--- config.mk ---
export PLATFORM = sky130hd
export DESIGN_NAME = uart_top
export DESIGN_NICKNAME = d
export VERILOG_FILES = /design/src/hdl/uart_cfg_pkg.sv /design/src/hdl/uart_msg_pkg.sv /design/src/hdl/uart_bit_timer.sv /design/src/hdl/uart_msg_fsm.sv /design/src/hdl/uart_rx_checksum.sv /design/src/hdl/uart_top.sv /design/src/hdl/uart_tx.sv
export SDC_FILE = /design/constraint.sdc
export NUM_CORES = 1
export LEC_CHECK = 0
export ABC_AREA = 1
export BUFFER_PORTS_ARGS = -buffer_cell sky130_fd_sc_hd__buf_2
export CAP_MARGIN = 25
export CORE_ASPECT_RATIO = 0.6
export CORE_MARGIN = 3
export CORE_UTILIZATION = 50
export DETAILED_ROUTE_END_ITERATION = 7
export PLACE_DENSITY = 0.78
export SLEW_MARGIN = 20
export SYNTH_ARGS = -nofsm -noshare
export SYNTH_HDL_FRONTEND = slang
export SYNTH_HIERARCHICAL = 1
export SYNTH_SLANG_ARGS = --single-unit
export TNS_END_PERCENT = 50
--- constraint.sdc ---
create_clock -name i_clk -period 2.7 [get_ports i_clk]
set_input_delay 0.54 -clock i_clk [delete_from_list [all_inputs] [get_ports i_clk]]
set_output_delay 0.54 -clock i_clk [all_outputs]
set_load 0.005 [all_outputs]
--- src/hdl/uart_cfg_pkg.sv ---
package uart_cfg_pkg;

  // ==========================================================================
  // Serial timing
  // ==========================================================================

  // Cycles per serial bit, kept small so simulation stays short
  // A board build overrides this from the PLL rate over the baud rate
  localparam int UART_CYCLES_PER_BIT_DEF = 20;

  // 8N1 frame: start, 8 data, stop
  localparam int UART_FRAME_BITS = 10;

  // ==========================================================================
  // Flow control and checksum
  // ==========================================================================

  // Holding buffer depth in the transmitter
  // Also the credit count the sequencer starts with after reset
  localparam int UART_TX_CREDITS = 2;

  // Running byte sum on the receive side
  localparam int UART_SUM_W = 32;

endpackage

--- src/hdl/uart_msg_pkg.sv ---
package uart_msg_pkg;

  // ==========================================================================
  // Payload
  // ==========================================================================

  typedef logic [7:0] uart_byte_t;  // One serial byte

  localparam int MSG_LEN = 8;  // Bytes per message

  // Fixed message "Hi ice40", sent index 0 first
  localparam uart_byte_t MSG_BYTES [MSG_LEN] = '{
    8'h48,  // H
    8'h69,  // i
    8'h20,  // space
    8'h69,  // i
    8'h63,  // c
    8'h65,  // e
    8'h34,  // 4
    8'h30   // 0
  };

  // ==========================================================================
  // Sequencer states
  // ==========================================================================

  typedef enum logic [1:0] {
    IDLE = 2'd0,  // Out of reset, one cycle
    SEND = 2'd1,  // Issuing bytes while credits last
    WAIT = 2'd2,  // No credit, back-pressure from the transmitter
    HALT = 2'd3   // Single message done, parked
  } msg_state_e;

endpackage

--- src/hdl/uart_bit_timer.sv ---
`timescale 1ns/1ps

module uart_bit_timer #(
  parameter int CYCLES_PER_BIT = uart_cfg_pkg::UART_CYCLES_PER_BIT_DEF
) (
  input  logic i_clk,
  input  logic i_rst_n,
  input  logic i_run,      // Count only while a frame is in progress
  input  logic i_restart,  // Reload, phase follows the caller
  input  logic i_half,     // First period only half a bit
  output logic o_tick
);

  localparam int CNT_W = (CYCLES_PER_BIT > 1) ? $clog2(CYCLES_PER_BIT) : 1;
  localparam logic [CNT_W-1:0] FULL_LOAD = CNT_W'(CYCLES_PER_BIT - 1);
  localparam logic [CNT_W-1:0] HALF_LOAD = CNT_W'(CYCLES_PER_BIT / 2 - 1);

  logic [CNT_W-1:0] cnt;  // Cycles left in current period

  // Down-counter, reloaded on restart and on every tick
  always_ff @(posedge i_clk) begin
    if (!i_rst_n) begin
      cnt <= FULL_LOAD;
    end else if (i_restart) begin
      cnt <= i_half ? HALF_LOAD : FULL_LOAD;  // Half lands on bit centers
    end else if (i_run) begin
      if (cnt == '0) begin
        cnt <= FULL_LOAD;
      end else begin
        cnt <= cnt - 1'b1;
      end
    end
  end

  // Tick on the last cycle of each period
  assign o_tick = i_run && (cnt == '0);

endmodule

--- src/hdl/uart_msg_fsm.sv ---
`timescale 1ns/1ps

module uart_msg_fsm #(
  parameter bit REPEAT_MSG = 1'b1
) (
  input  logic                     i_clk,
  input  logic                     i_rst_n,
  input  logic                     i_tx_credit,  // One credit back per pulse
  output logic                     o_tx_valid,
  output uart_msg_pkg::uart_byte_t o_tx_data
);

  localparam int IDX_W = (uart_msg_pkg::MSG_LEN > 1) ? $clog2(uart_msg_pkg::MSG_LEN) : 1;
  localparam logic [IDX_W-1:0] IDX_LAST = IDX_W'(uart_msg_pkg::MSG_LEN - 1);
  localparam int CRD_W = $clog2(uart_cfg_pkg::UART_TX_CREDITS + 1);
  localparam logic [CRD_W-1:0] CRD_INIT = CRD_W'(uart_cfg_pkg::UART_TX_CREDITS);

  uart_msg_pkg::msg_state_e state;
  uart_msg_pkg::msg_state_e state_nxt;
  logic [IDX_W-1:0]         msg_idx;     // Next byte to issue
  logic [CRD_W-1:0]         credit_cnt;  // Free slots in the transmitter
  logic [CRD_W-1:0]         credit_nxt;
  logic                     issue;

  // ==========================================================================
  // Issue and credit accounting
  // ==========================================================================

  // Only spend a credit we actually hold
  assign issue      = (state == uart_msg_pkg::SEND) && (credit_cnt != '0);
  assign o_tx_valid = issue;
  assign o_tx_data  = uart_msg_pkg::MSG_BYTES[msg_idx];

  // Valid and credit together cancel out
  assign credit_nxt = credit_cnt - CRD_W'(issue) + CRD_W'(i_tx_credit);

  // ==========================================================================
  // Next state
  // ==========================================================================

  always_comb begin
    state_nxt = state;
    case (state)
      uart_msg_pkg::IDLE: begin
        state_nxt = uart_msg_pkg::SEND;
      end
      uart_msg_pkg::SEND: begin
        if (issue && (msg_idx == IDX_LAST) && !REPEAT_MSG) begin
          state_nxt = uart_msg_pkg::HALT;  // Single shot, last byte gone
        end else if (credit_nxt == '0) begin
          state_nxt = uart_msg_pkg::WAIT;  // Buffer full, stall
        end
      end
      uart_msg_pkg::WAIT: begin
        if (credit_nxt != '0) begin
          state_nxt = uart_msg_pkg::SEND;
        end
      end
      uart_msg_pkg::HALT: begin
        state_nxt = uart_msg_pkg::HALT;
      end
      default: begin
        state_nxt = uart_msg_pkg::IDLE;
      end
    endcase
  end

  always_ff @(posedge i_clk) begin
    if (!i_rst_n) begin
      state      <= uart_msg_pkg::IDLE;
      msg_idx    <= '0;
      credit_cnt <= CRD_INIT;  // Whole buffer free
    end else begin
      state      <= state_nxt;
      credit_cnt <= credit_nxt;
      if (issue) begin
        // Wrap for the repeat case, harmless when halting
        msg_idx <= (msg_idx == IDX_LAST) ? '0 : msg_idx + 1'b1;
      end
    end
  end

endmodule

--- src/hdl/uart_rx_checksum.sv ---
`timescale 1ns/1ps

module uart_rx_checksum #(
  parameter int CYCLES_PER_BIT = uart_cfg_pkg::UART_CYCLES_PER_BIT_DEF
) (
  input  logic                                i_clk,
  input  logic                                i_rst_n,
  input  logic                                i_serial,
  output uart_msg_pkg::uart_byte_t            o_data,   // Held until next byte
  output logic                                o_valid,
  output logic [uart_cfg_pkg::UART_SUM_W-1:0] o_sum,    // Current message only
  output logic                                o_done
);

  localparam int SUM_W     = uart_cfg_pkg::UART_SUM_W;
  localparam int DATA_BITS = uart_cfg_pkg::UART_FRAME_BITS - 2;
  localparam int BIT_W     = $clog2(DATA_BITS);
  localparam logic [BIT_W-1:0] BIT_LAST = BIT_W'(DATA_BITS - 1);
  localparam int CNT_W = (uart_msg_pkg::MSG_LEN > 1) ? $clog2(uart_msg_pkg::MSG_LEN) : 1;
  localparam logic [CNT_W-1:0] CNT_LAST = CNT_W'(uart_msg_pkg::MSG_LEN - 1);

  typedef enum logic [1:0] {
    RX_IDLE  = 2'd0,
    RX_START = 2'd1,  // Waiting for mid start bit
    RX_DATA  = 2'd2,
    RX_STOP  = 2'd3
  } rx_state_e;

  rx_state_e                state;
  logic [1:0]               sync_q;       // 2-flop synchronizer
  logic                     rx_bit;
  logic                     rx_prev;
  logic                     fall;
  logic                     tick;
  logic                     sum_restart;  // Next byte opens a new message
  logic [BIT_W-1:0]         bit_cnt;
  logic [CNT_W-1:0]         byte_cnt;
  uart_msg_pkg::uart_byte_t shift_q;

  // ==========================================================================
  // Input sync and start edge
  // ==========================================================================

  always_ff @(posedge i_clk) begin
    if (!i_rst_n) begin
      sync_q  <= '1;
      rx_prev <= 1'b1;
    end else begin
      sync_q  <= {sync_q[0], i_serial};
      rx_prev <= rx_bit;
    end
  end

  assign rx_bit = sync_q[1];
  assign fall   = rx_prev && !rx_bit;  // High to low, start bit

  uart_bit_timer #(
    .CYCLES_PER_BIT(CYCLES_PER_BIT)
  ) u_bit_timer (
    .i_clk    (i_clk),
    .i_rst_n  (i_rst_n),
    .i_run    (state != RX_IDLE),
    .i_restart((state == RX_IDLE) && fall),
    .i_half   (1'b1),  // First tick at mid start bit
    .o_tick   (tick)
  );

  // ==========================================================================
  // Frame FSM, sum and message count
  // ==========================================================================

  // Data bits arrive LSB first, shift in from the top
  always_ff @(posedge i_clk) begin
    if ((state == RX_DATA) && tick) begin
      shift_q <= {rx_bit, shift_q[7:1]};
    end
  end

  always_ff @(posedge i_clk) begin
    if (!i_rst_n) begin
      state       <= RX_IDLE;
      bit_cnt     <= '0;
      byte_cnt    <= '0;
      sum_restart <= 1'b0;
      o_data      <= '0;
      o_valid     <= 1'b0;
      o_sum       <= '0;
      o_done      <= 1'b0;
    end else begin
      o_valid <= 1'b0;
      o_done  <= o_valid && sum_restart;  // Right after the last byte
      case (state)
        RX_IDLE: begin
          if (fall) begin
            state <= RX_START;
          end
        end
        RX_START: begin
          if (tick) begin
            bit_cnt <= '0;
            state   <= rx_bit ? RX_IDLE : RX_DATA;  // Glitch, not a start bit
          end
        end
        RX_DATA: begin
          if (tick) begin
            bit_cnt <= bit_cnt + 1'b1;
            if (bit_cnt == BIT_LAST) begin
              state <= RX_STOP;
            end
          end
        end
        RX_STOP: begin
          if (tick) begin
            state <= RX_IDLE;
            if (rx_bit) begin  // Good stop, else the frame is dropped
              o_valid <= 1'b1;
              o_data  <= shift_q;
              o_sum   <= sum_restart ? SUM_W'(shift_q) : o_sum + SUM_W'(shift_q);
              if (byte_cnt == CNT_LAST) begin
                byte_cnt    <= '0;
                sum_restart <= 1'b1;  // Final sum holds until next byte
              end else begin
                byte_cnt    <= byte_cnt + 1'b1;
                sum_restart <= 1'b0;
              end
            end
          end
        end
        default: begin
          state <= RX_IDLE;
        end
      endcase
    end
  end

endmodule

--- src/hdl/uart_top.sv ---
`timescale 1ns/1ps

module uart_top #(
  parameter int CYCLES_PER_BIT = uart_cfg_pkg::UART_CYCLES_PER_BIT_DEF,
  parameter bit REPEAT_MSG     = 1'b1
) (
  input  logic                                i_clk,
  input  logic                                i_rst_n,
  output logic                                o_serial,
  output uart_msg_pkg::uart_byte_t            o_data,
  output logic                                o_valid,
  output logic                                o_done,
  output logic [uart_cfg_pkg::UART_SUM_W-1:0] o_sum
);

  // Sequencer to transmitter, credit flow control
  logic                     tx_valid;
  uart_msg_pkg::uart_byte_t tx_data;
  logic                     tx_credit;

  // ==========================================================================
  // Transmit side
  // ==========================================================================

  uart_msg_fsm #(
    .REPEAT_MSG(REPEAT_MSG)
  ) u_msg_fsm (
    .i_clk      (i_clk),
    .i_rst_n    (i_rst_n),
    .i_tx_credit(tx_credit),
    .o_tx_valid (tx_valid),
    .o_tx_data  (tx_data)
  );

  uart_tx #(
    .CYCLES_PER_BIT(CYCLES_PER_BIT)
  ) u_tx (
    .i_clk   (i_clk),
    .i_rst_n (i_rst_n),
    .i_valid (tx_valid),
    .i_data  (tx_data),
    .o_credit(tx_credit),
    .o_serial(o_serial)
  );

  // ==========================================================================
  // Receive side, looped back on the transmit line
  // ==========================================================================

  uart_rx_checksum #(
    .CYCLES_PER_BIT(CYCLES_PER_BIT)
  ) u_rx (
    .i_clk   (i_clk),
    .i_rst_n (i_rst_n),
    .i_serial(o_serial),  // Own TX, no external pin
    .o_data  (o_data),
    .o_valid (o_valid),
    .o_sum   (o_sum),
    .o_done  (o_done)
  );

endmodule

--- src/hdl/uart_tx.sv ---
`timescale 1ns/1ps

module uart_tx #(
  parameter int CYCLES_PER_BIT = uart_cfg_pkg::UART_CYCLES_PER_BIT_DEF
) (
  input  logic                     i_clk,
  input  logic                     i_rst_n,
  input  logic                     i_valid,
  input  uart_msg_pkg::uart_byte_t i_data,
  output logic                     o_credit,  // Pulse per byte moved to shifter
  output logic                     o_serial
);

  localparam int DEPTH   = uart_cfg_pkg::UART_TX_CREDITS;
  localparam int PTR_W   = (DEPTH > 1) ? $clog2(DEPTH) : 1;
  localparam int CNT_W   = $clog2(DEPTH + 1);
  localparam int FRAME_W = uart_cfg_pkg::UART_FRAME_BITS;
  localparam int BIT_W   = $clog2(FRAME_W);
  localparam logic [PTR_W-1:0] PTR_LAST = PTR_W'(DEPTH - 1);
  localparam logic [BIT_W-1:0] BIT_LAST = BIT_W'(FRAME_W - 1);

  uart_msg_pkg::uart_byte_t fifo_mem [DEPTH];
  uart_msg_pkg::uart_byte_t load_byte;
  logic [PTR_W-1:0]         wr_ptr;
  logic [PTR_W-1:0]         rd_ptr;
  logic [CNT_W-1:0]         fifo_cnt;
  logic                     fifo_empty;
  logic                     push;
  logic                     pop;
  logic                     load;       // New frame into the shifter
  logic                     busy;       // Frame on the line
  logic                     tick;
  logic                     frame_end;  // Last tick of the stop bit
  logic [FRAME_W-1:0]       shreg;
  logic [BIT_W-1:0]         bit_cnt;

  // ==========================================================================
  // Holding buffer
  // ==========================================================================

  assign fifo_empty = (fifo_cnt == '0);
  assign frame_end  = tick && (bit_cnt == BIT_LAST);

  // Load when idle or right as the stop bit ends, back to back frames
  assign load = (!busy || frame_end) && (!fifo_empty || i_valid);
  assign pop  = load && !fifo_empty;
  assign push = i_valid && !(load && fifo_empty);  // Empty buffer is bypassed

  assign load_byte = fifo_empty ? i_data : fifo_mem[rd_ptr];

  always_ff @(posedge i_clk) begin
    if (push) begin
      fifo_mem[wr_ptr] <= i_data;
    end
  end

  always_ff @(posedge i_clk) begin
    if (!i_rst_n) begin
      wr_ptr   <= '0;
      rd_ptr   <= '0;
      fifo_cnt <= '0;
    end else begin
      if (push) begin
        wr_ptr <= (wr_ptr == PTR_LAST) ? '0 : wr_ptr + 1'b1;
      end
      if (pop) begin
        rd_ptr <= (rd_ptr == PTR_LAST) ? '0 : rd_ptr + 1'b1;
      end
      case ({push, pop})
        2'b10:   fifo_cnt <= fifo_cnt + 1'b1;
        2'b01:   fifo_cnt <= fifo_cnt - 1'b1;
        default: fifo_cnt <= fifo_cnt;  // None, or one in one out
      endcase
    end
  end

  // ==========================================================================
  // 8N1 shifter, LSB first
  // ==========================================================================

  always_ff @(posedge i_clk) begin
    if (!i_rst_n) begin
      shreg    <= '1;  // Line idles high
      bit_cnt  <= '0;
      busy     <= 1'b0;
      o_credit <= 1'b0;
    end else begin
      o_credit <= load;  // Same cycle the start bit appears
      if (load) begin
        shreg   <= {1'b1, load_byte, 1'b0};  // Stop, data, start
        bit_cnt <= '0;
        busy    <= 1'b1;
      end else if (tick) begin
        shreg <= {1'b1, shreg[FRAME_W-1:1]};  // Fill with idle level
        if (frame_end) begin
          bit_cnt <= '0;
          busy    <= 1'b0;
        end else begin
          bit_cnt <= bit_cnt + 1'b1;
        end
      end
    end
  end

  assign o_serial = shreg[0];

  uart_bit_timer #(
    .CYCLES_PER_BIT(CYCLES_PER_BIT)
  ) u_bit_timer (
    .i_clk    (i_clk),
    .i_rst_n  (i_rst_n),
    .i_run    (busy),
    .i_restart(load),  // Bit period starts with the frame
    .i_half   (1'b0),
    .o_tick   (tick)
  );

endmodule

# Word level (Yosys, flattened, before mapping)
# Memory sizes are Yosys's and may differ from the RTL's. A register that Yosys moved wholly into a read port is not among the register bits.
# Index checks and enable logic that the tools add are counted.
# word_totals
rom_bits	64
in_bits	2
mem_count	2
word_cells	139
register_bits	98
ramBits	16
out_inout_bits	43
# op_classes
reduce_logical	40
mux	38
bitwise	2
order_cmp	1
addsub	13
eq_ne	19
# mem_list
name	depth	width	rd	rd_ports_with_merged_regs	write_ports	line_no	source
(name not given)	8	8	1	0	0	uart_msg_fsm.sv:32	assign o_tx_data = uart_msg_pkg::MSG_BYTES[msg_idx];
u_tx.fifo_mem	2	8	1	1	1	uart_tx.sv:22	uart_msg_pkg::uart_byte_t fifo_mem [DEPTH];
# op_table
cell	count
$add 32x8->32	1
$mux 32	1
$mux 8	3
$mux 5	4
$mux 9	2
$mux 2	8
$pmux 2 s4	2
$reduce_bool 2->1	8
$logic_and 1x1->1	12
$mux 3	4
$mux 1	11
$eq 2x2->1 const B	5
$logic_not 5->1	2
$ne 2x1->1 const B	5
$sub 5x1->5 const B	2
$add 3x1->3 const B	3
$eq 3x3->1 const B	3
$reduce_and 3->1	3
$logic_not 2->1	4
$eq 2x1->1 const B	3
$pmux 3 s2	1
$reduce_and 5->1	1
$add 4x1->4 const B	1
$eq 4x4->1 const B	1
15 further kinds	23

# Logic depth before layout (Yosys ltp)
# logic_depth
depth_word	10
depth_mapped	16
mapped_depth_nobuf	15

# Cells and area by module
# The synthesis kept the hierarchy.
# by_module_without_submodules
module	area_each_um2	instances	cells_per_inst	seq_area_each_um2
uart_rx_checksum	3365.7	1	490	1321.3
uart_tx	1670.4	1	203	880.8
uart_bit_timer	290.3	2	42	100.1
uart_msg_fsm	466.7	1	73	140.1

# Least setup slack after synthesis
# No wires, ideal clock.
# synth_timing
path_kind	register to register
startpoint	register u_tx.u_bit_timer.cnt[0]
endpoint	register u_tx.fifo_cnt[1]
setup_slack_ns	0.479
synth_period_minus_slack_ns	2.221
n_path_buf	1
setup_time_ns	0.119
path_stages_with_launch	17
arrival_time_ns	2.102
path_cell_list	dfxtp_1 > inv_1 > ha_1 > nand3_2 > nor2_1 > nand2_1 > inv_1 > nand2_1 > nand2_1 > nand2_4 > buf_6 > nor2_1 > ha_1 > inv_1 > nand3b_1 > o21ai_0 > a21oi_1
# synth_lines
item	line_no	source
start, declared	uart_bit_timer.sv:18	logic [CNT_W-1:0] cnt;
start signal, assigned	uart_bit_timer.sv:25	cnt <= i_half ? HALF_LOAD : FULL_LOAD;
start signal, assigned	uart_bit_timer.sv:30	cnt <= cnt - 1'b1;
$logic_not 5->1 *	uart_bit_timer.sv:36	assign o_tick = i_run && (cnt == '0);
$logic_and 1x1->1 *	uart_bit_timer.sv:36	
named net u_tx.tick	uart_tx.sv:32	logic tick;
$logic_and 1x1->1 *	uart_tx.sv:42	assign frame_end = tick && (bit_cnt == BIT_LAST);
$logic_or 1x1->1 *	uart_tx.sv:45	assign load = (!busy || frame_end) && (!fifo_empty || i_valid);
$logic_and 1x1->1 *	uart_tx.sv:45	
$logic_and 1x1->1 *	uart_tx.sv:46	assign pop = load && !fifo_empty;
named net u_tx.pop	uart_tx.sv:29	logic pop;
$eq 2x1->1 / $eq 2x2->1 (equally long branches)	uart_tx.sv:69	case ({push, pop})
$pmux 2 s2 / $reduce_bool 2->1 (equally long branches)	n/a	
end signal, assigned	uart_tx.sv:70	2'b10: fifo_cnt <= fifo_cnt + 1'b1;
end signal, assigned	uart_tx.sv:71	2'b01: fifo_cnt <= fifo_cnt - 1'b1;
end signal, assigned	uart_tx.sv:72	default: fifo_cnt <= fifo_cnt;
end, declared	uart_tx.sv:26	logic [CNT_W-1:0] fifo_cnt;
# Mark *: on every way through the listed nets, which the timed path passes. The rest lies on a longest branch.
# A chain may end at the register's enable or synchronous reset.

# Final worst setup path
# layout_timing
startpoint	register u_tx.u_bit_timer.cnt[0]
endpoint	register u_tx.u_bit_timer.cnt[3]
# layout_via
elab_chain_len	6
# layout_lines
item	line_no	source
$logic_not 5->1	uart_bit_timer.sv:36	
$logic_and 1x1->1	uart_bit_timer.sv:36	
named net u_tx.tick	uart_tx.sv:32	
$logic_and 1x1->1	uart_tx.sv:42	
$logic_or 1x1->1	uart_tx.sv:45	
$logic_and 1x1->1	uart_tx.sv:45	
named net u_tx.load	uart_tx.sv:30	logic load;
$reduce_or 2->1 (no line)	n/a	
# The timed path passes the listed nets, and every way through them passes these cells.

==> flow_summary_export.csv <==
group,metric,value,unit
status,status,"complete, no violations",
floorplanning,core-area,0.0116,mm²
finish,drive_above_1_share,0.136,
synth,avgSynthCellArea,7.16,µm²
timing,max_freq,0.427,GHz
synth,synth.area.top_cells,"dfxtp_1, nand2_1, edfxtp_1",
clock_network,clock_sinks,115,
setup_path,path_class,"reg -> reg",
run,drv_cap,0,
floorplanning,rows,30,
timing,period_share,0.867,
synth,synth_flop_cell,"dfxtp_1",
synth,ys_types,41,
finish,multi_input_area,0.00296,mm²
setup_path,cp_max_fo,21,
clock_network,clockBufferDepth,2,
power_and_ir_drop,p_leak,0.00334,µW
timing,fin_ws,0.360,ns
finish,fin_cells,1075,
finish,layout_commonest_cell,"nand2_1",
drt,vias,5468,
global_routing,grt_pass1_wl,23.2,mm
drt,post_drt_wl_per_cell,13.1,µm
timing,post-route-min-period,2.34,ns
timing,report.final.slew_viol_count,0,
synth,synth_top_area_frac,0.299,
global_routing,grt_usage,0.212,
floorplanning,ioPinCount,45,
synth,seq_area_frac_synth,0.418,
global_routing,antenna_found_initial,0,
place,placedCellCount,1043,
power_and_ir_drop,vdd_ir_drop_max,603,µV
clock_network,clk_latency,0.41,ns
drt,remaining_drc_errors,0,
timing,rsz0062_at_grt,"false",
timing,setup-violations-final,0,
synth,synth_edf_count,24,
synth,syn_nets,876,
timing,worst_pin_slew,0.581,ns
floorplanning,start_util,0.524,
synth,syn_area,0.00608,mm²
synth,synth-seq-cells,115,
drt,antenna_left,0,
drt,drt-initial-drc-count,474,
floorplanning,die_y,91.4,µm
finish,n_antenna_cell,0,
setup_path,cp-end-kind,"flip-flop",
drt,via_per_inst,5.09,
power_and_ir_drop,power.total,5890,µW
finish,layout_common_cells,"nand2_1, inv_1, nor2_1, dfxtp_1, nand3_1",
hold_path,hp-class,"reg -> reg",
timing,final.setup_skew,0.0153,ns
timing,setup_tns,0,ns
setup_path,worst_ep_arrival_time,2.63,ns
setup_path,cp.required,2.99,ns
timing,max_slew_margin,0.612,
synth,synth_warnings,6,
global_routing,first_global_vias,4703,
finish,nNetsFinal,928,
drt,drtPass1Iterations,6,
finish,n_fill_cell,1021,
clock_network,cts.clk_slew.worst_paths,0.06,ns
floorplanning,fp.dieArea,0.0136,mm²
clock_network,htreeDepth,4,
drt,wirelength,14.1,mm
clock_network,root_buffer,"clkbuf_16",
finish,register_area,0.00254,mm²
power_and_ir_drop,power.density,844,mW/mm²
clock_network,hold_buffers,0,
global_routing,grt-ovfl-total,0,
timing,finalHoldViolations,0,
synth,synthCells,850,
global_routing,grt_max_degree,49,
setup_path,startpoint_type,"flip-flop",
clock_network,cts_tree,"built",
finish,syn_to_final_growth,14.8,%
place,dpl_worst_slack,0.306,ns
floorplanning,die_width,148,µm
synth,async_flop_share,0,
synth,synth_area_leader_cell,"dfxtp_1",
place,finalWeightedCongestion,0.958,
place,portBuffers,44,
place,post-dp-hpwl,9.93,mm
clock_network,cts_buffers,17,
path summary, 6_finish.rpt:
| path | start | end | slack, ns | cells after the start |
|---|---|---|---|---|
| hold reg to reg | u_rx/sync_q[0] | u_rx/sync_q[1] | 0.43 | 1 |
| setup / recovery | u_tx/u_bit_timer/cnt[0] | u_tx/u_bit_timer/cnt[3] | 0.36 | 15 |
| setup reg to reg | u_tx/u_bit_timer/cnt[0] | u_tx/u_bit_timer/cnt[3] | 0.36 | 15 |
| hold / removal | u_rx/sync_q[0] | u_rx/sync_q[1] | 0.43 | 1 |
sequential cells by signal, indices dropped and copies added (netlist names), 3 cells and up, named ones only:
register	flops
u_tx/fifo_mem	16
u_rx/shift_q	8
u_tx/u_bit_timer/cnt	5
u_rx/o_sum	32
u_tx/shreg	9
u_rx/bit_cnt	3
u_rx/o_data	8
u_tx/bit_cnt	4
u_rx/byte_cnt	3
u_rx/u_bit_timer/cnt	5
u_msg_fsm/msg_idx	3
power breakdown:
part           switching [µW]  internal, µW  total [µW]
combinational            1060           557        1620
clock                     845          1210        2050
sequential                173          2050        2220
total                    2080          3820        5890
per-stage QoR:
step / util / hold WS [ns] / instance area, µm²
3_3_place_gp: 0.555 / 0.395 / 6440
6_report: 0.602 / 0.427 / 6980
4_1_cts: 0.602 / 0.422 / 6980
3_5_place_dp: 0.555 / 0.408 / 6440
2_1_floorplan: - / 0.393 / 6080
5_1_grt: 0.602 / 0.440 / 6980
Yosys cell counts, drive strengths merged (2+ instances only):
cell    number
o211ai       6
nand4       14
or2          6
nor2       105
a211oi       2
a31oi        2
ha          23
buf         15
dfxtp       91
nand3       88
clkbuf       6
nand2      234
conb         3
xor2         6
o21ai       38
nor3        10
inv        117
nand3b       7
edfxtp      24
a21oi       47
cell type report:
type / instances / share of cell area
multi-input combinational: 596 / 0.424
sequential: 115 / 0.364
clock buffer: 19 / 0.0634
inverter: 118 / 0.0634
timing repair buffer: 54 / 0.0423
tap: 160 / 0.0287
clock inverter: 13 / 0.0145
metal layers:
layer | vias to the layer above | wire (µm) | global-route usage
li1 | 2838 | - | -
met1 | 2432 | 7350 | 0.342
met2 | 192 | 5370 | 0.274
met3 | 6 | 1270 | 0.0618
met4 | 0 | 57 | 0.0415
met5 | - | 0 | 0
kinds of logic after synthesis:
kind of cell             after synthesis  synth area share
AO/OA/AOI/OAI                         97            0.0895
adder cells (fa/ha/maj)               24            0.0506
buffers and inverters                139            0.0960
flip-flops                           115             0.418
other                                  3           0.00185
AND/OR/NAND/NOR                      466             0.335
XOR/XNOR                               6           0.00864
worst max-delay path, stage by stage (launching register included):
cell,delay (ns)
dfxtp_1,0.34
inv_1,0.08
ha_1,0.25
nand3_2,0.13
nor2_1,0.07
nand2_1,0.05
inv_1,0.04
nand2_1,0.13
nand2_2,0.15
nand2_4,0.11
buf_4,0.23
inv_1,0.10
nor2_1,0.31
nor2_1,0.09
nand2_1,0.09
a21oi_2,0.05
what timing repair did:
item | CTS | global route
resized for setup | 0 | 1
buffers inserted | 0 | 0
hold endpoints to repair | 0 | 0
endpoints found under the setup margin | 0 | 1
(Power assumes the default switching activity.)
